<file path="src/verilog/i2c_pkg.sv">
// I2C master shared definitions
// byte and count types, bit engine command codes, bit phase constants

`default_nettype none

package i2c_pkg;

typedef logic [7:0] byte_t;
typedef logic [7:0] count_t;

// commands accepted by the bit engine
typedef enum logic [2:0] {
    cmd_start     = 3'd0,
    cmd_rep_start = 3'd1,
    cmd_write_bit = 3'd2,
    cmd_read_bit  = 3'd3,
    cmd_stop      = 3'd4
} bus_cmd_e;

// scl ticks per bit or bus condition
localparam int PHASE_COUNT = 4;

// msb goes out first
localparam int BYTE_MSB = 7;

// sda low on the ninth clock
localparam logic ACK_LEVEL = 1'b0;

endpackage

`default_nettype wire

</file>
<file path="src/verilog/i2c_stream_slot.sv">
// One-entry holding register for an input stream
// payload type is a parameter, ready is high while the slot is empty

`timescale 1ns/1ps
`default_nettype none

module i2c_stream_slot #(
    parameter type payload_t = logic [7:0]
) (
    input  wire           i_clk,
    input  wire           i_rst,
    input  wire           i_valid,
    input  wire payload_t i_payload,
    input  wire           i_take,
    output logic          o_ready,
    output logic          o_full,
    output payload_t      o_payload
);

always_ff @(posedge i_clk or posedge i_rst) begin
    if (i_rst) begin
        o_full <= 1'b0;
    end else if (i_valid && o_ready) begin
        o_full <= 1'b1;
    end else if (i_take) begin
        o_full <= 1'b0;
    end
end

always_ff @(posedge i_clk) begin
    if (i_valid && o_ready) begin
        o_payload <= i_payload;
    end
end

assign o_ready = ~o_full;

// consumer only empties a slot it has seen full
a_take_when_full: assert property (@(posedge i_clk) disable iff (i_rst) i_take |-> o_full)
    else $error("slot emptied while already empty");

endmodule

`default_nettype wire

</file>
<file path="src/verilog/i2c_bit_engine.sv">
// I2C bit engine
// phase tick divider, four phase sequencer per bit or bus condition
// open-drain enables, scl stretch wait and sda sampling in phase 2

`timescale 1ns/1ps
`default_nettype none

module i2c_bit_engine
    import i2c_pkg::*;
#(
    parameter int CLK_DIV  = 16,
    parameter int DIV_BITS = 24
) (
    input  wire           i_clk,
    input  wire           i_rst,
    input  wire           i_cmd_valid,
    input  wire bus_cmd_e i_cmd,
    input  wire           i_tx_bit,
    input  wire           i_scl_in,
    input  wire           i_sda_in,
    output logic          o_busy,
    output logic          o_done,
    output logic          o_rx_bit,
    output logic          o_sda_oe,
    output logic          o_scl_oe
);

localparam logic [1:0]          PH_LAST = 2'(PHASE_COUNT - 1);
localparam logic [DIV_BITS-1:0] DIV_END = DIV_BITS'(CLK_DIV);

logic [DIV_BITS-1:0] div_cnt;
logic                tick;
logic [1:0]          phase;
bus_cmd_e            cmd_q;
logic                tx_q;
logic [1:0]          scl_sync;
logic [1:0]          sda_sync;
logic                scl_in;
logic                sda_in;

// divider restarts per command so every phase is CLK_DIV+1 cycles
always_ff @(posedge i_clk or posedge i_rst) begin
    if (i_rst) begin
        div_cnt <= '0;
    end else if (!o_busy || tick) begin
        div_cnt <= '0;
    end else begin
        div_cnt <= div_cnt + 1'b1;
    end
end

assign tick = o_busy && (div_cnt == DIV_END);

// bus lines come from outside the clock domain
always_ff @(posedge i_clk or posedge i_rst) begin
    if (i_rst) begin
        scl_sync <= 2'b11;
        sda_sync <= 2'b11;
    end else begin
        scl_sync <= {scl_sync[0], i_scl_in};
        sda_sync <= {sda_sync[0], i_sda_in};
    end
end

assign scl_in = scl_sync[1];
assign sda_in = sda_sync[1];

always_ff @(posedge i_clk) begin
    if (i_cmd_valid) begin
        cmd_q <= i_cmd;
        tx_q  <= i_tx_bit;
    end
    if (tick && phase == 2'd2 && scl_in) begin
        o_rx_bit <= sda_in;
    end
end

always_ff @(posedge i_clk or posedge i_rst) begin
    if (i_rst) begin
        o_busy   <= 1'b0;
        o_done   <= 1'b0;
        phase    <= '0;
        o_sda_oe <= 1'b0;
        o_scl_oe <= 1'b0;
    end else begin
        o_done <= 1'b0;
        if (i_cmd_valid) begin
            o_busy <= 1'b1;
            phase  <= '0;
        end else if (tick) begin
            if (phase == PH_LAST) begin
                // stop releases sda with scl high, the rest park scl low
                if (cmd_q == cmd_stop) begin
                    o_sda_oe <= 1'b0;
                end else begin
                    o_scl_oe <= 1'b1;
                end
                o_busy <= 1'b0;
                o_done <= 1'b1;
                phase  <= '0;
            end else if (phase == 2'd2) begin
                // target may still be stretching
                if (scl_in) begin
                    if (cmd_q == cmd_rep_start) begin
                        o_sda_oe <= 1'b1;
                    end
                    phase <= phase + 1'b1;
                end
            end else if (phase == 2'd1) begin
                if (cmd_q == cmd_start) begin
                    o_sda_oe <= 1'b1;
                end else begin
                    o_scl_oe <= 1'b0;
                end
                phase <= phase + 1'b1;
            end else begin
                case (cmd_q)
                    cmd_write_bit: o_sda_oe <= ~tx_q;
                    cmd_stop:      o_sda_oe <= 1'b1;
                    default:       o_sda_oe <= 1'b0;
                endcase
                phase <= phase + 1'b1;
            end
        end
    end
end

a_cmd_when_idle: assert property (@(posedge i_clk) disable iff (i_rst)
    i_cmd_valid |-> !o_busy)
    else $error("command issued while bit engine busy");

endmodule

`default_nettype wire

</file>
<file path="src/verilog/i2c_txn_ctrl.sv">
// I2C transaction controller
// start, address and data bytes, ack check, repeated start,
// read bytes with ack or nak, stop; one bit engine command at a time

`timescale 1ns/1ps
`default_nettype none

module i2c_txn_ctrl
    import i2c_pkg::*;
(
    input  wire           i_clk,
    input  wire           i_rst,
    input  wire           i_start,
    input  wire           i_addr_full,
    input  wire byte_t    i_addr,
    input  wire           i_data_full,
    input  wire byte_t    i_data,
    input  wire           i_count_full,
    input  wire count_t   i_count,
    input  wire           i_eng_busy,
    input  wire           i_eng_done,
    input  wire           i_eng_rx_bit,
    input  wire           i_out_held,
    output logic          o_take_addr,
    output logic          o_take_data,
    output logic          o_take_count,
    output logic          o_cmd_valid,
    output bus_cmd_e      o_cmd,
    output logic          o_tx_bit,
    output logic          o_rx_strobe,
    output logic          o_rx_bit,
    output logic          o_rx_last,
    output logic          o_nak,
    output logic          o_busy
);

typedef enum logic [3:0] {
    S_IDLE, S_START, S_SEND, S_ACK_CHECK, S_WAIT_COUNT,
    S_REP_START, S_READ, S_GEN_ACK, S_STOP
} state_e;

// which byte S_SEND is shifting out
typedef enum logic [1:0] {K_ADDR_W, K_DATA, K_ADDR_R} kind_e;

state_e     state;
kind_e      kind;
logic [2:0] bit_cnt;
count_t     remaining;
logic       cmd_sent;
byte_t      addr_q;
byte_t      data_q;
logic       last_bit;
logic       last_byte;
logic       acked;
logic       wants_data;
logic       cmd_needed;
logic       wr_bit;

assign last_bit   = (bit_cnt == '0);
assign last_byte  = (remaining == count_t'(1));
assign acked      = (i_eng_rx_bit == ACK_LEVEL);
// address ack always needs a byte, a data ack only in a write
assign wants_data = (kind == K_ADDR_W) || (kind == K_DATA && !addr_q[0]);

assign o_take_addr  = (state == S_IDLE) && i_start && i_addr_full;
assign o_take_data  = (state == S_ACK_CHECK) && i_eng_done && acked && wants_data
                    && i_data_full;
assign o_take_count = (state == S_WAIT_COUNT) && i_count_full;

assign o_rx_strobe = (state == S_READ) && i_eng_done;
assign o_rx_bit    = i_eng_rx_bit;
assign o_rx_last   = last_bit;

always_comb begin
    case (kind)
        K_DATA:   wr_bit = data_q[bit_cnt];
        K_ADDR_R: wr_bit = last_bit ? 1'b1 : addr_q[bit_cnt];
        default:  wr_bit = last_bit ? 1'b0 : addr_q[bit_cnt];
    endcase
end

always_comb begin
    cmd_needed = 1'b1;
    o_cmd      = cmd_write_bit;
    o_tx_bit   = 1'b1;
    case (state)
        S_START:              o_cmd = cmd_start;
        S_SEND:               o_tx_bit = wr_bit;
        S_ACK_CHECK, S_READ:  o_cmd = cmd_read_bit;
        S_REP_START:          o_cmd = cmd_rep_start;
        S_STOP:               o_cmd = cmd_stop;
        S_GEN_ACK: begin
            // a held byte keeps scl low until it is taken
            cmd_needed = !i_out_held;
            o_tx_bit   = last_byte ? ~ACK_LEVEL : ACK_LEVEL;
        end
        default:              cmd_needed = 1'b0;
    endcase
end

assign o_cmd_valid = cmd_needed && !cmd_sent && !i_eng_busy;

always_ff @(posedge i_clk or posedge i_rst) begin
    if (i_rst) begin
        state     <= S_IDLE;
        kind      <= K_ADDR_W;
        bit_cnt   <= '0;
        remaining <= '0;
        cmd_sent  <= 1'b0;
        o_busy    <= 1'b0;
        o_nak     <= 1'b0;
    end else begin
        if (i_eng_done) begin
            cmd_sent <= 1'b0;
        end else if (o_cmd_valid) begin
            cmd_sent <= 1'b1;
        end
        case (state)
            S_IDLE: begin
                if (o_take_addr) begin
                    o_busy <= 1'b1;
                    o_nak  <= 1'b0;
                    state  <= S_START;
                end
            end
            S_WAIT_COUNT: begin
                if (i_count_full) begin
                    remaining <= i_count;
                    state     <= S_REP_START;
                end
            end
            S_START, S_REP_START: begin
                if (i_eng_done) begin
                    kind    <= (state == S_START) ? K_ADDR_W : K_ADDR_R;
                    bit_cnt <= 3'(BYTE_MSB);
                    state   <= S_SEND;
                end
            end
            S_SEND: begin
                if (i_eng_done) begin
                    if (last_bit) begin
                        state <= S_ACK_CHECK;
                    end else begin
                        bit_cnt <= bit_cnt - 1'b1;
                    end
                end
            end
            S_ACK_CHECK: begin
                if (i_eng_done) begin
                    bit_cnt <= 3'(BYTE_MSB);
                    if (!acked) begin
                        o_nak <= 1'b1;
                        state <= S_STOP;
                    end else if (kind == K_ADDR_R) begin
                        state <= S_READ;
                    end else if (!wants_data) begin
                        state <= S_WAIT_COUNT;
                    end else if (i_data_full) begin
                        kind  <= K_DATA;
                        state <= S_SEND;
                    end else begin
                        state <= S_STOP;
                    end
                end
            end
            S_READ: begin
                if (i_eng_done) begin
                    if (last_bit) begin
                        state <= S_GEN_ACK;
                    end else begin
                        bit_cnt <= bit_cnt - 1'b1;
                    end
                end
            end
            S_GEN_ACK: begin
                if (i_eng_done) begin
                    remaining <= remaining - 1'b1;
                    bit_cnt   <= 3'(BYTE_MSB);
                    if (last_byte) begin
                        state <= S_STOP;
                    end else begin
                        state <= S_READ;
                    end
                end
            end
            S_STOP: begin
                if (i_eng_done) begin
                    o_busy <= 1'b0;
                    state  <= S_IDLE;
                end
            end
            default: state <= S_IDLE;
        endcase
    end
end

always_ff @(posedge i_clk) begin
    if (o_take_addr) begin
        addr_q <= i_addr;
    end
    if (o_take_data) begin
        data_q <= i_data;
    end
end

a_count_nonzero: assert property (@(posedge i_clk) disable iff (i_rst)
    o_take_count |-> (i_count != '0))
    else $error("register read with a byte count of zero");

endmodule

`default_nettype wire

</file>
<file path="src/verilog/i2c_read_out.sv">
// Read data output
// msb-first byte assembly and the held output stream register

`timescale 1ns/1ps
`default_nettype none

module i2c_read_out
    import i2c_pkg::*;
(
    input  wire   i_clk,
    input  wire   i_rst,
    input  wire   i_rx_strobe,
    input  wire   i_rx_bit,
    input  wire   i_rx_last,
    input  wire   i_data_ready,
    output byte_t o_data_bits,
    output logic  o_data_valid,
    output logic  o_held
);

byte_t shift_q;

always_ff @(posedge i_clk) begin
    if (i_rx_strobe) begin
        shift_q <= {shift_q[BYTE_MSB-1:0], i_rx_bit};
        if (i_rx_last) begin
            o_data_bits <= {shift_q[BYTE_MSB-1:0], i_rx_bit};
        end
    end
end

always_ff @(posedge i_clk or posedge i_rst) begin
    if (i_rst) begin
        o_data_valid <= 1'b0;
    end else if (i_rx_strobe && i_rx_last) begin
        o_data_valid <= 1'b1;
    end else if (i_data_ready) begin
        o_data_valid <= 1'b0;
    end
end

// still occupied after this clock
assign o_held = o_data_valid && !i_data_ready;

a_no_overrun: assert property (@(posedge i_clk) disable iff (i_rst)
    (i_rx_strobe && i_rx_last) |-> !o_data_valid)
    else $error("read byte completed while previous byte still held");

endmodule

`default_nettype wire

</file>
<file path="src/verilog/i2c_master.sv">
// I2C master top level
// input stream slots, transaction controller, bit engine, read output

`timescale 1ns/1ps
`default_nettype none

module i2c_master
    import i2c_pkg::*;
#(
    parameter int CLK_DIV  = 16,
    parameter int DIV_BITS = 24
) (
    input  wire         i_clk,
    input  wire         i_rst,
    input  wire         i_start,
    input  wire byte_t  i_addr_bits,
    input  wire         i_addr_valid,
    output logic        o_addr_ready,
    input  wire count_t i_nbytes_bits,
    input  wire         i_nbytes_valid,
    output logic        o_nbytes_ready,
    input  wire byte_t  i_data_bits,
    input  wire         i_data_valid,
    output logic        o_data_ready,
    output byte_t       o_data_bits,
    output logic        o_data_valid,
    input  wire         i_data_ready,
    input  wire         i_sda_in,
    input  wire         i_scl_in,
    output logic        o_sda_oe,
    output logic        o_scl_oe,
    output logic        o_nak,
    output logic        o_busy
);

logic     addr_full;
byte_t    addr_q;
logic     data_full;
byte_t    data_q;
logic     count_full;
count_t   count_q;
logic     take_addr;
logic     take_data;
logic     take_count;
logic     cmd_valid;
bus_cmd_e cmd;
logic     tx_bit;
logic     eng_busy;
logic     eng_done;
logic     eng_rx_bit;
logic     rx_strobe;
logic     rx_bit;
logic     rx_last;
logic     out_held;

i2c_stream_slot #(.payload_t(byte_t)) u_addr_slot (
    .i_clk     (i_clk),
    .i_rst     (i_rst),
    .i_valid   (i_addr_valid),
    .i_payload (i_addr_bits),
    .i_take    (take_addr),
    .o_ready   (o_addr_ready),
    .o_full    (addr_full),
    .o_payload (addr_q)
);

i2c_stream_slot #(.payload_t(byte_t)) u_data_slot (
    .i_clk     (i_clk),
    .i_rst     (i_rst),
    .i_valid   (i_data_valid),
    .i_payload (i_data_bits),
    .i_take    (take_data),
    .o_ready   (o_data_ready),
    .o_full    (data_full),
    .o_payload (data_q)
);

i2c_stream_slot #(.payload_t(count_t)) u_count_slot (
    .i_clk     (i_clk),
    .i_rst     (i_rst),
    .i_valid   (i_nbytes_valid),
    .i_payload (i_nbytes_bits),
    .i_take    (take_count),
    .o_ready   (o_nbytes_ready),
    .o_full    (count_full),
    .o_payload (count_q)
);

i2c_txn_ctrl u_ctrl (
    .i_clk        (i_clk),
    .i_rst        (i_rst),
    .i_start      (i_start),
    .i_addr_full  (addr_full),
    .i_addr       (addr_q),
    .i_data_full  (data_full),
    .i_data       (data_q),
    .i_count_full (count_full),
    .i_count      (count_q),
    .i_eng_busy   (eng_busy),
    .i_eng_done   (eng_done),
    .i_eng_rx_bit (eng_rx_bit),
    .i_out_held   (out_held),
    .o_take_addr  (take_addr),
    .o_take_data  (take_data),
    .o_take_count (take_count),
    .o_cmd_valid  (cmd_valid),
    .o_cmd        (cmd),
    .o_tx_bit     (tx_bit),
    .o_rx_strobe  (rx_strobe),
    .o_rx_bit     (rx_bit),
    .o_rx_last    (rx_last),
    .o_nak        (o_nak),
    .o_busy       (o_busy)
);

i2c_bit_engine #(
    .CLK_DIV  (CLK_DIV),
    .DIV_BITS (DIV_BITS)
) u_engine (
    .i_clk       (i_clk),
    .i_rst       (i_rst),
    .i_cmd_valid (cmd_valid),
    .i_cmd       (cmd),
    .i_tx_bit    (tx_bit),
    .i_scl_in    (i_scl_in),
    .i_sda_in    (i_sda_in),
    .o_busy      (eng_busy),
    .o_done      (eng_done),
    .o_rx_bit    (eng_rx_bit),
    .o_sda_oe    (o_sda_oe),
    .o_scl_oe    (o_scl_oe)
);

i2c_read_out u_read_out (
    .i_clk        (i_clk),
    .i_rst        (i_rst),
    .i_rx_strobe  (rx_strobe),
    .i_rx_bit     (rx_bit),
    .i_rx_last    (rx_last),
    .i_data_ready (i_data_ready),
    .o_data_bits  (o_data_bits),
    .o_data_valid (o_data_valid),
    .o_held       (out_held)
);

endmodule

`default_nettype wire

</file>
<file path="config.mk">
export PLATFORM = sky130hd
export DESIGN_NAME = i2c_master
export DESIGN_NICKNAME = d
export VERILOG_FILES = /design/src/verilog/i2c_pkg.sv /design/src/verilog/i2c_stream_slot.sv /design/src/verilog/i2c_bit_engine.sv /design/src/verilog/i2c_txn_ctrl.sv /design/src/verilog/i2c_read_out.sv /design/src/verilog/i2c_master.sv
export SDC_FILE = /design/constraint.sdc
export NUM_CORES = 1
export LEC_CHECK = 0
export BUFFER_PORTS_ARGS = -buffer_cell sky130_fd_sc_hd__buf_4
export CORE_MARGIN = 1.5
export CORE_UTILIZATION = 51
export CTS_BUF_LIST = sky130_fd_sc_hd__clkbuf_4
export CTS_CLUSTER_DIAMETER = 80
export DETAILED_ROUTE_END_ITERATION = 12
export PLACE_DENSITY = 0.73
export SLEW_MARGIN = 20
export SYNTH_ARGS = -nofsm -noshare
export SYNTH_HDL_FRONTEND = slang
export SYNTH_HIERARCHICAL = 1
export SYNTH_SLANG_ARGS = --single-unit
export TNS_END_PERCENT = 1
</file>
<file path="constraint.sdc">
create_clock -name i_clk -period 2.08 [get_ports i_clk]
set_input_delay 0.104 -clock i_clk [delete_from_list [all_inputs] [get_ports i_clk]]
set_output_delay 0.104 -clock i_clk [all_outputs]
set_load 0.01 [all_outputs]
</file>
==> metrics.md, run 1 <==
| Metric | Value |
|---|---|
| Critical path endpoint category | `flop` |
| IO Count | `49` |
| # Max-Cap Violations | `0` |
| DR vias | `3889` |
| Wire per inst | `15.1 um` |
| Critical path buffers and inverters | `1` |
| CTS root buf | `clkbuf_4` |
| GRT Overall Usage | `21.3%` |
| Layout area overhead | `25.1%` |
| Diodes inserted | `0` |
| Vias in the first global route | `3896` |
| Register area share after synthesis | `60.9%` |
| CP arrival | `2.55 ns` |
| Hold path startpoint | `i_addr_valid` |
| R2R Path End | `u_engine/o_sda_oe` |
| Post-route ant nets | `0` |
| Crit Path Category | `flop to flop` |
| Core Util, Final | `65.4%` |
| Share of layout cells above drive strength 1 | `26.4%` |
| Worst Skew | `0.0106 ns` |
| Hold Crit Depth | `2` |
| Fin worst setup slack | `-0.0595 ns` |
| Share of the synthesized area in the top cell type | `33.7%` |
| Port-buffer cells | `48` |
| Failing checks | `setup timing` |
| RSZ-0062 raised after global routing | `yes` |
| Filler cell count | `777` |
| Hold violation count in the final report | `0` |
| Tot Pwr | `5380 uW` |
| Detail Placement HPWL | `7.32 mm` |
| Status | `complete, but fails checks` |
| Crit Reg-Reg Startpoint | `u_ctrl/state[0]` |
| Post-layout nets | `608` |
| HP Class | `input pin to flop` |
| Fin area | `6690 um^2` |
| Vias per Instance | `5.47` |
| Critical path's largest stage delay | `0.46 ns` |
| Ys flop type | `edfxtp_1` |
| Cts bufs inserted | `17` |
| R2R Setup Slk | `-0.06 ns` |
| Maximum fanout along the worst path | `6` |
| Total iterations of the first detailed-routing run | `5` |
| Most common cell after layout, fill and taps aside | `buf_4` |
| Core area | `10200 um^2` |
| Die footprint | `11100 um^2` |
| Tightest Pin Transition | `0.873 ns` |
| DIE HEIGHT | `105 um` |
| Final Max Slew Viols | `0` |
| CTS tree | `done` |
| Starting DRT DRC Count | `188` |
| Pre-CTS worst setup slack | `-0.0297 ns` |
| Maximum clock rate | `467 MHz` |
| Synth area leader | `edfxtp_1` |
| Reg area | `3260 um^2` |
| # DRC | `0` |
| Synth Cell Area | `5350 um^2` |
| WP data required | `2.49 ns` |
| Cell family with most CP delay | `simple AND/OR/NAND/NOR gates` |
| Placer Congestion | `0.879` |
| Cell count after synthesis | `448` |
| CP max-delay cell | `dfrtp_2` |
| Pin count of the biggest net entering global routing | `35` |
| Syn_nets | `494` |
| Synth Register Bits | `118` |
| Worst path cell trace | `xor2_1 -> a211oi_2 -> a211oi_4 -> inv_2 -> nand4_1 -> nor4b_2 -> mux2_2` |
| Synth area leaders | `edfxtp_1 34%, dfrtp_1 25%, o21ai_0 3.3%, ha_1 3.0%, a21oi_1 2.4%` |
| Fin crit period | `2.14 ns` |
| Area occupied by multi-input gates | `1930 um^2` |
| H-tree depth | `4` |
| Period utilization | `103%` |
| Clk_lat worst skew | `0.51 ns` |
| Power Dens Cells | `804 nW/um^2` |
| Worst Hold End | `u_addr_slot/o_payload[3]` |
| # setup viols final | `1` |
| CP Launch Type | `flop` |
| Max rail drop VDD | `523 uV` |
| Syn_area_per_cell | `11.9 um^2` |
| Slew headroom | `41.7%` |
| Most frequent cells in the layout | `80 x buf_4, 60 x edfxtp_1, 51 x dfrtp_1` |
| First-pass GRT wire length | `18.3 mm` |
| Reg2reg path depth | `7` |
| GRT overflow | `0` |
| Max Buffers Root-to-Sink | `2` |
| Sink Count | `118` |
| Routed wire length | `10.7 mm` |
| Starting Density | `52.3%` |
| Placed inst area | `6020 um^2` |
| Reg clk slew, reported paths | `0.11 ns` |
| Ys Warns | `6` |
| Post-synth ARST share | `49.2%` |
| Synth cell types | `64` |
| P_leak | `0.00272 uW` |
| Initial antenna violation count | `0` |
| Die width | `105 um` |
| Row count | `37` |
| EDFF count, synth | `60` |
==> layout make-up <==
cell class,count,share of cell area [%]
tap,136,2.54
multi-input combinational,283,28.9
clock inverter,14,2.64
inverter,33,1.85
sequential,118,48.8
clock buffer,18,2.02
timing repair buffer,109,13.3
==> metal layers <==
metal | share of wire, % | global-route usage [%] | vias to the layer above
met5 | 0 | 0 | -
met4 | 1.6 | 7.05 | 0
met3 | 5.8 | 6.80 | 15
met2 | 49 | 35.0 | 135
met1 | 44 | 26.8 | 1860
li1 | - | - | 1879
==> worst max-delay path by stage <==
stage | from | end | slack, ns | cells past startpoint
2_1_floorplan | u_ctrl/state[0] | u_engine/o_sda_oe | 0.04 | 8
3_3_place_gp | u_ctrl/state[2] | u_engine/o_sda_oe | 0.08 | 8
3_5_place_dp | u_ctrl/state[0] | u_engine/o_scl_oe | -0.03 | 7
4_1_cts | u_engine/div_cnt[0] | u_engine/phase[0] | -0.04 | 7
5_1_grt | u_ctrl/state[0] | u_engine/o_sda_oe | -0.15 | 7
6_report | u_ctrl/state[0] | u_engine/o_sda_oe | -0.06 | 7
==> report_power, final <==
group          leakage [uW]  switching [uW]  internal [uW]  total (uW)
Sequential          0.00127            79.1           2580        2660
Combinational       0.00128             520            455         975
Clock              0.000163             887            858        1740
==> what timing repair did <==
| action | CTS | global route |
|---|---|---|
| endpoints found under the hold margin | 81 | 0 |
| buffers inserted | 0 | 5 |
| hold buffers | 29 | 0 |
| endpoints found under the setup margin | 3 | 37 |
| gates resized for setup | 1 | 8 |
| pin swaps | 0 | 4 |
==> Yosys cell counts, drive strengths merged, types with 2 or more instances <==
cell and number:
a211oi 4, xor2 3, xnor2 11, nand2 18, nor3b 3, and4 4
a22oi 4, nor2 35, dfrtp 54, or4 7, nor4b 3, ha 13
o21bai 4, nand2b 6, edfxtp 60, o21ai 38, mux2 3, and2b 2
and2 2, and3 6, a31oi 2, nor3 14, mux2i 5, clkbuf 4
or3 10, mux4 3, buf 10, o31a 3, nand4 5, nand3 16
nor2b 6, a21oi 26, nor4 8, o31ai 5, a41oi 2, dfstp 4
inv 33
==> cells by family after synthesis <==
group	synth area share, %
flip-flops	60.9
AND/OR/NAND/NOR	16.2
adder cells (fa/ha/maj)	3.04
buffers and inverters	3.74
XOR/XNOR	2.29
AO/OA/AOI/OAI	10.9
multiplexers	2.90
==> through the flow <==
step / std cells / hold WS (ns) / TNS [ns]
after floorplan: 448 / -0.167 / 0
after global placement: 645 / 0.0138 / 0
after detailed placement: 645 / 0.0159 / -0.0297
after CTS: 706 / 0.0271 / -0.0657
after global routing: 711 / 0.0137 / -0.430
final: 711 / 0.0794 / -0.0595
==> flip-flops by register name, indices dropped and copies added (netlist names), 7 cells and up <==
signal	count
u_data_slot/o_payload	8
u_count_slot/o_payload	8
u_engine/div_cnt	24
u_ctrl/remaining	8
u_ctrl/addr_q	8
u_addr_slot/o_payload	8
u_read_out/o_data_bits	8
u_ctrl/data_q	8
u_read_out/shift_q	7
Power figures use the tool's default switching activity.
==> run 2: changes to the inputs <==
- CELL_PAD_IN_SITES_DETAIL_PLACEMENT: not set -> 0
- CELL_PAD_IN_SITES_GLOBAL_PLACEMENT: not set -> 1
- CORE_MARGIN: 1.5 -> not set
- CORE_UTILIZATION: 51 -> 45
- PLACE_DENSITY: 0.73 -> not set
- PLACE_DENSITY_LB_ADDON: not set -> 0.1
- SYNTH_HIERARCHICAL: 1 -> not set
==> run 2 against run 1 <==
  * The flow now finishes without violations
  * Die area rose by 11%
  * Combinational power rose by 130%
  * Sequential cell count did not move
  * Via count fell by 3.8%
  * First-iteration DRC count rose by 62%
  * Non-clock buffer count fell by 9
  * Clock-buffer cell count fell by 1
  * Clock skew rose by 0.011 ns
  * Wire length fell by 3.7%
  * Fmax rose by 9.7%
==> metrics.md, run 2 <==
| Metric | Value |
|---|---|
| Final Max Slew Viols | `0 (unchanged)` |
| Period utilization | `93.8% (-9.1 points)` |
| Row count | `39 (+5.4%)` |
| Reg clk slew, reported paths | `0.13 ns (+0.02 ns)` |
| IO Count | `49 (unchanged)` |
| Synth Cell Area | `5340 um^2 (-0.19%)` |
| Post-synth top cells | `60 x edfxtp_1, 57 x nor2_1, 54 x dfrtp_1, 28 x inv_1, 22 x nand2_1` |
| Die footprint | `12300 um^2 (+11%)` |
| Post-layout nets | `605 (-0.49%)` |
| Syn_nets | `499 (+1.0%)` |
| Die width | `111 um (+5.2%)` |
| Clk_lat worst skew | `0.54 ns (+0.03 ns)` |
| CP arrival | `2.37 ns (-0.18 ns)` |
| Initial antenna violation count | `0 (unchanged)` |
| Synth cell types | `62 (-3.1%)` |
| Slew headroom | `55.1% (+13 points)` |
| Tightest Pin Transition | `0.671 ns (-0.202 ns)` |
| CP Launch Type | `flop` |
| Synth area leader | `edfxtp_1` |
| Synth Register Bits | `118 (unchanged)` |
| Status | `completed` |
| HP Class | `input pin to async pin` |
| WP data required | `2.50 ns (about the same)` |
| Pin count of the biggest net entering global routing | `38 (+8.6%)` |
| Detail Placement HPWL | `6.99 mm (-4.5%)` |
| Max Buffers Root-to-Sink | `2 (unchanged)` |
| Most common cell after layout, fill and taps aside | `buf_4` |
| Vias per Instance | `5.22 (-4.5%)` |
| Critical path endpoint category | `flop` |
| Critical Path Source | `u_ctrl.state[1]` |
| Syn_area_per_cell | `11.8 um^2 (-1.5%)` |
| DR vias | `3740 (-3.8%)` |
| GRT overflow | `0 (unchanged)` |
| Crit Reg-Reg Startpoint | `u_ctrl.state[1]` |
| RSZ-0062 raised after global routing | `yes` |
| Ys Warns | `0 (-6)` |
| Setup Buffers After CTS | `0 (unchanged)` |
| P_leak | `0.00271 uW (-0.17%)` |
| Maximum fanout along the worst path | `13 (+7)` |
| Wire per inst | `14.5 um (-4.4%)` |
| First-pass GRT wire length | `17.8 mm (-2.6%)` |
| Routed wire length | `10.4 mm (-3.7%)` |
| Ys flop type | `edfxtp_1` |
| Vias in the first global route | `3788 (-2.8%)` |
| Largest reg by FF count | `u_engine.div_cnt` |
| CTS tree | `done` |
| Maximum clock rate | `513 MHz (+9.7%)` |
| Placer Congestion | `0.816 (-7.1%)` |
| CTS root buf | `clkbuf_4` |
| Power Dens Cells | `1060 nW/um^2 (+32%)` |
| Starting DRT DRC Count | `305 (+62%)` |
| Worst Skew | `0.0218 ns (+0.0112 ns)` |
| Cts bufs inserted | `17 (unchanged)` |
| Post-route ant nets | `0 (unchanged)` |
| Cell count after synthesis | `454 (+1.3%)` |
| EDFF count, synth | `60 (unchanged)` |
| Tot Pwr | `7000 uW (+30%)` |
| Most frequent cells in the layout | `67 x buf_4, 60 x edfxtp_1, 57 x nor2_1` |
| Layout area overhead | `23.5%` |
| # DRC | `0 (unchanged)` |
| Share of the synthesized area in the top cell type | `33.8% (+0.063 points)` |
| H-tree depth | `4 (unchanged)` |
| Total iterations of the first detailed-routing run | `4 (-1)` |
| Core area | `11500 um^2 (+12%)` |
| Fin crit period | `1.95 ns (-0.188 ns)` |
| # setup viols final | `0 (-1)` |
| Core Util, Final | `57.5% (-7.9 points)` |
| Port-buffer cells | `48 (unchanged)` |
| Sink Count | `118 (unchanged)` |
| Crit Path Category | `flop to flop` |
| Diodes inserted | `0 (unchanged)` |
| Share of layout cells above drive strength 1 | `22.2% (-4.3 points)` |
| Max rail drop VDD | `629 uV (+20%)` |
| # Max-Cap Violations | `0 (unchanged)` |
| Post-synth ARST share | `49.2% (unchanged)` |
| Register area share after synthesis | `61.1% (+0.11 points)` |
| Hold violation count in the final report | `0 (unchanged)` |
| DIE HEIGHT | `111 um (+5.2%)` |
| Synth area leaders | `edfxtp_1 34%, dfrtp_1 25%, nor2_1 4.0%, ha_1 2.8%, xor2_1 2.6%` |
| Starting Density | `46.5% (-5.7 points)` |
| GRT Overall Usage | `18.5% (-2.9 points)` |
| Setup TNS | `0 ns (+0.0595 ns)` |
| Largest register FFs | `24 (unchanged)` |
| Count leader, synth | `edfxtp_1` |
[run 2: cell count changes after synthesis, moves of 4 or more]
cell,change
nand2_1,+5
a31oi_1,+5
or4_1,-6
nor2b_1,+5
xor2_1,+13
xnor2_1,-4
nor4_1,-4
or3_1,-7
o22ai_1,+4
a21oi_1,-5
o31ai_1,-5
o21ai_0,-14
nor2_1,+24
[run 2: repair_timing]
action	4_1_cts	5_1_grt
endpoints found under the hold margin	57	0
setup endpoints to repair	0	2
hold buffers	32	0
gates resized for setup	0	2
[run 2: cells by family (layout without fill, tap and decap cells)]
logic type	Yosys count	in the layout	synth area share, %
flip-flops	118	118	61.1
AO/OA/AOI/OAI	77	77	8.98
multiplexers	11	11	2.63
adder cells (fa/ha/maj)	12	12	2.81
buffers and inverters	41	160	3.09
AND/OR/NAND/NOR	172	172	17.7
XOR/XNOR	23	23	3.77
[run 2: per-stage QoR]
stage               cell area [um^2]  worst slack (ns)  instances  hold slack, ns
finish                          6590             0.129        716           0.154
detailed placement              5980             0.129        652           0.194
CTS                             6580            0.0717        716           0.128
floorplan                       5340             0.235        454           0.108
global route                    6590          -0.00871        716           0.146
global placement                5980             0.175        652           0.206
[run 2: final timing paths]
kind | endpoint | slack (ns) | cells past startpoint
setup / recovery | u_ctrl.state[0] | 0.13 | 4
hold / removal | u_ctrl.kind[0] | 0.15 | 3
setup reg to reg | u_ctrl.state[0] | 0.13 | 4
hold reg to reg | u_engine.sda_sync[1] | 0.36 | 0
max in group asynchronous | u_engine.scl_sync[1] | 1.27 | 4
min in group i_clk | u_engine.sda_sync[0] | 0.24 | 2
[run 2: metal layers]
layer | part of all wire, % | global-route usage, % | wire, um
met1 | 46 | 23.1 | 4720
met2 | 49 | 29.4 | 5080
met3 | 3.6 | 5.96 | 368
met4 | 1.7 | 7.73 | 176
met5 | 0 | 0 | 0
[run 2: cell type report]
class,instances,area [um^2]
flip-flops and latches,118,3260
inverters,28,105
fillers,1007,4880
well taps,143,179
repair buffers,100,843
clock inverters,15,146
multi-input cells,295,1930
clock buffers,17,128
[run 2: report_power, final]
group / total [uW] / switching (uW) / internal [uW]
registers: 3180 / 369 / 2810
clock network: 1580 / 966 / 618
logic: 2230 / 1230 / 1010
[run 2: worst max-delay path, cell delays in order (launching register included)]
cell	delay (ns)
dfrtp_1	0.54
or4_1	0.61
o32a_1	0.22
o21ai_2	0.11
mux2_2	0.36
==> run 3: changes to the inputs <==
- HOLD_SLACK_MARGIN: not set -> 0.03
- PLACE_DENSITY: not set -> 0.8
- PLACE_DENSITY_LB_ADDON: 0.1 -> not set
==> run 3 against run 2 <==
  * Global-route usage grew 0.15 points
  * Setup slack gained 0.011 ns
  * Cell count shrank 0.42%
  * Sequential power is essentially flat
  * First-iteration DRC count shrank 18%
  * Critical path type unchanged
  * Critical endpoint unchanged
  * Highest routed layer unchanged
==> metrics.md, run 3 (synthesized netlist as in run 2, its figures left out) <==
| Metric | Value |
|---|---|
| Status | `completed` |
| Total iterations of the first detailed-routing run | `4 (unchanged)` |
| Starting DRT DRC Count | `251 (-18%)` |
| Worst Skew | `0.0169 ns (-0.00486 ns)` |
| Largest register FFs | `24 (unchanged)` |
| Initial antenna violation count | `0 (unchanged)` |
| Reg clk slew, reported paths | `0.11 ns (-0.02 ns)` |
| GRT Overall Usage | `18.6% (+0.15 points)` |
| P_leak | `0.00275 uW (+1.3%)` |
| Share of layout cells above drive strength 1 | `21.8% (-0.41 points)` |
| Hold violation count in the final report | `0 (unchanged)` |
| DIE HEIGHT | `111 um (unchanged)` |
| Core Util, Final | `57.7% (+0.25 points)` |
| Diodes inserted | `0 (unchanged)` |
| Final Max Slew Viols | `0 (unchanged)` |
| Core area | `11500 um^2 (unchanged)` |
| HP Class | `input pin to async pin` |
| Row count | `39 (unchanged)` |
| # setup viols final | `0 (unchanged)` |
| Cts bufs inserted | `17 (unchanged)` |
| Detail Placement HPWL | `7.31 mm (+4.7%)` |
| Pin count of the biggest net entering global routing | `24 (-37%)` |
| Most frequent cells in the layout | `65 x buf_4, 60 x edfxtp_1, 57 x nor2_1` |
| Vias in the first global route | `3781 (-0.18%)` |
| Routed wire length | `10.6 mm (+2.5%)` |
| RSZ-0062 raised after global routing | `no` |
| Slew headroom | `56.6% (+1.5 points)` |
| Vias per Instance | `5.27 (+0.93%)` |
| # Max-Cap Violations | `0 (unchanged)` |
| Max rail drop VDD | `549 uV (-13%)` |
| CTS tree | `done` |
| CTS root buf | `clkbuf_4` |
| Setup Buffers After CTS | `0 (unchanged)` |
| Period utilization | `93.3% (-0.51 points)` |
| Power Dens Cells | `1100 nW/um^2 (+3.5%)` |
| Finished Layout Cells | `713 (-0.42%)` |
| Fin crit period | `1.94 ns (-0.0106 ns)` |
| WP data required | `2.49 ns (about the same)` |
| DR vias | `3759 (+0.51%)` |
| Maximum fanout along the worst path | `13 (unchanged)` |
| Critical path's largest stage delay | `0.52 ns (-0.09 ns)` |
| Worst path cell trace | `nor2_1 -> a31oi_1 -> a211oi_1 -> o21ai_2 -> mux2_2` |
| Post-layout nets | `602 (-0.50%)` |
| Setup TNS | `0 ns (unchanged)` |
| Critical path endpoint category | `flop` |
| # DRC | `0 (unchanged)` |
| Most common cell after layout, fill and taps aside | `buf_4` |
| Tightest Pin Transition | `0.649 ns (-0.0222 ns)` |
| GRT overflow | `0 (unchanged)` |
| Port-buffer cells | `48 (unchanged)` |
| Tot Pwr | `7280 uW (+4.0%)` |
| CP arrival | `2.35 ns (-0.02 ns)` |
| Max Buffers Root-to-Sink | `2 (unchanged)` |
| H-tree depth | `4 (unchanged)` |
| Starting Density | `46.5% (unchanged)` |
| Die width | `111 um (unchanged)` |
| IO Count | `49 (unchanged)` |
| Cell family with most CP delay | `compound AO/OA/AOI/OAI gates` |
| CP Launch Type | `flop` |
| Clk_lat worst skew | `0.52 ns (-0.02 ns)` |
| Critical path buffers and inverters | `0 (unchanged)` |
| CP max-delay cell | `dfrtp_1` |
| Post-route ant nets | `0 (unchanged)` |
| First-pass GRT wire length | `17.9 mm (+0.78%)` |
| Placer Congestion | `0.895 (+9.6%)` |
| Wire per inst | `14.9 um (+2.9%)` |
| Die footprint | `12300 um^2 (unchanged)` |
| Sink Count | `118 (unchanged)` |
| Layout area overhead | `24.0%` |
| Maximum clock rate | `515 MHz (+0.55%)` |
| Crit Path Category | `flop to flop` |
| Placed insts | `649 (-0.46%)` |
| Largest reg by FF count | `u_engine.div_cnt` |
[run 3: cell type report]
class                   count  area [um^2]
fillers                   929         4850
flip-flops and latches    118         3260
multi-input cells         295         1930
repair buffers             97          808
clock inverters            15          208
well taps                 143          179
clock buffers              17          128
inverters                  28          105
[run 3: timing repair]
action | in CTS | in global routing
endpoints found under the setup margin | 0 | 11
hold buffers | 32 | 0
resized for setup | 0 | 3
hold endpoints to repair | 85 | 0
[run 3: through the flow]
| stage | hold slack, ns | instance area [um^2] | setup slack, ns |
|---|---|---|---|
| floorplan | 0.108 | 5340 | 0.235 |
| global placement | 0.137 | 5950 | 0.177 |
| detailed placement | 0.140 | 5950 | 0.155 |
| CTS | 0.0925 | 6600 | 0.133 |
| global route | 0.143 | 6620 | 0.000846 |
| finish | 0.139 | 6620 | 0.140 |
[run 3: routing by layer]
layer | routed length (um) | global-route usage [%] | vias to the layer above
met2 | 5170 | 30.1 | 101
met1 | 4720 | 23.2 | 1790
li1 | - | - | 1847
met4 | 252 | 8.62 | 0
met3 | 472 | 5.08 | 21
met5 | 0 | 0 | -
[run 3: where the power goes]
group	internal, uW	total (uW)	switching, uW
clock network	1060	1910	853
registers	2810	3210	391
logic	948	2160	1210
total	4820	7280	2450
[run 3: final timing paths]
| kind | slack (ns) | endpoint | from | cells past startpoint |
|---|---|---|---|---|
| max | 0.14 | u_ctrl.state[0] | u_ctrl.state[0] | 5 |
| min | 0.14 | u_engine.div_cnt[15] | i_rst | 3 |
| max reg2reg | 0.14 | u_ctrl.state[0] | u_ctrl.state[0] | 5 |
| min reg2reg | 0.37 | u_engine.sda_sync[1] | u_engine.sda_sync[0] | 0 |
| max in group asynchronous | 1.24 | u_engine.scl_sync[1] | i_rst | 4 |
| min in group i_clk | 0.24 | u_engine.sda_sync[0] | i_sda_in | 2 |
[run 3: worst reg2reg max path, stage by stage, from the launching register on]
cell and delay [ns]:
dfrtp_1 0.52, nor2_1 0.34, a31oi_1 0.10, a211oi_1 0.45, o21ai_2 0.14, mux2_2 0.29
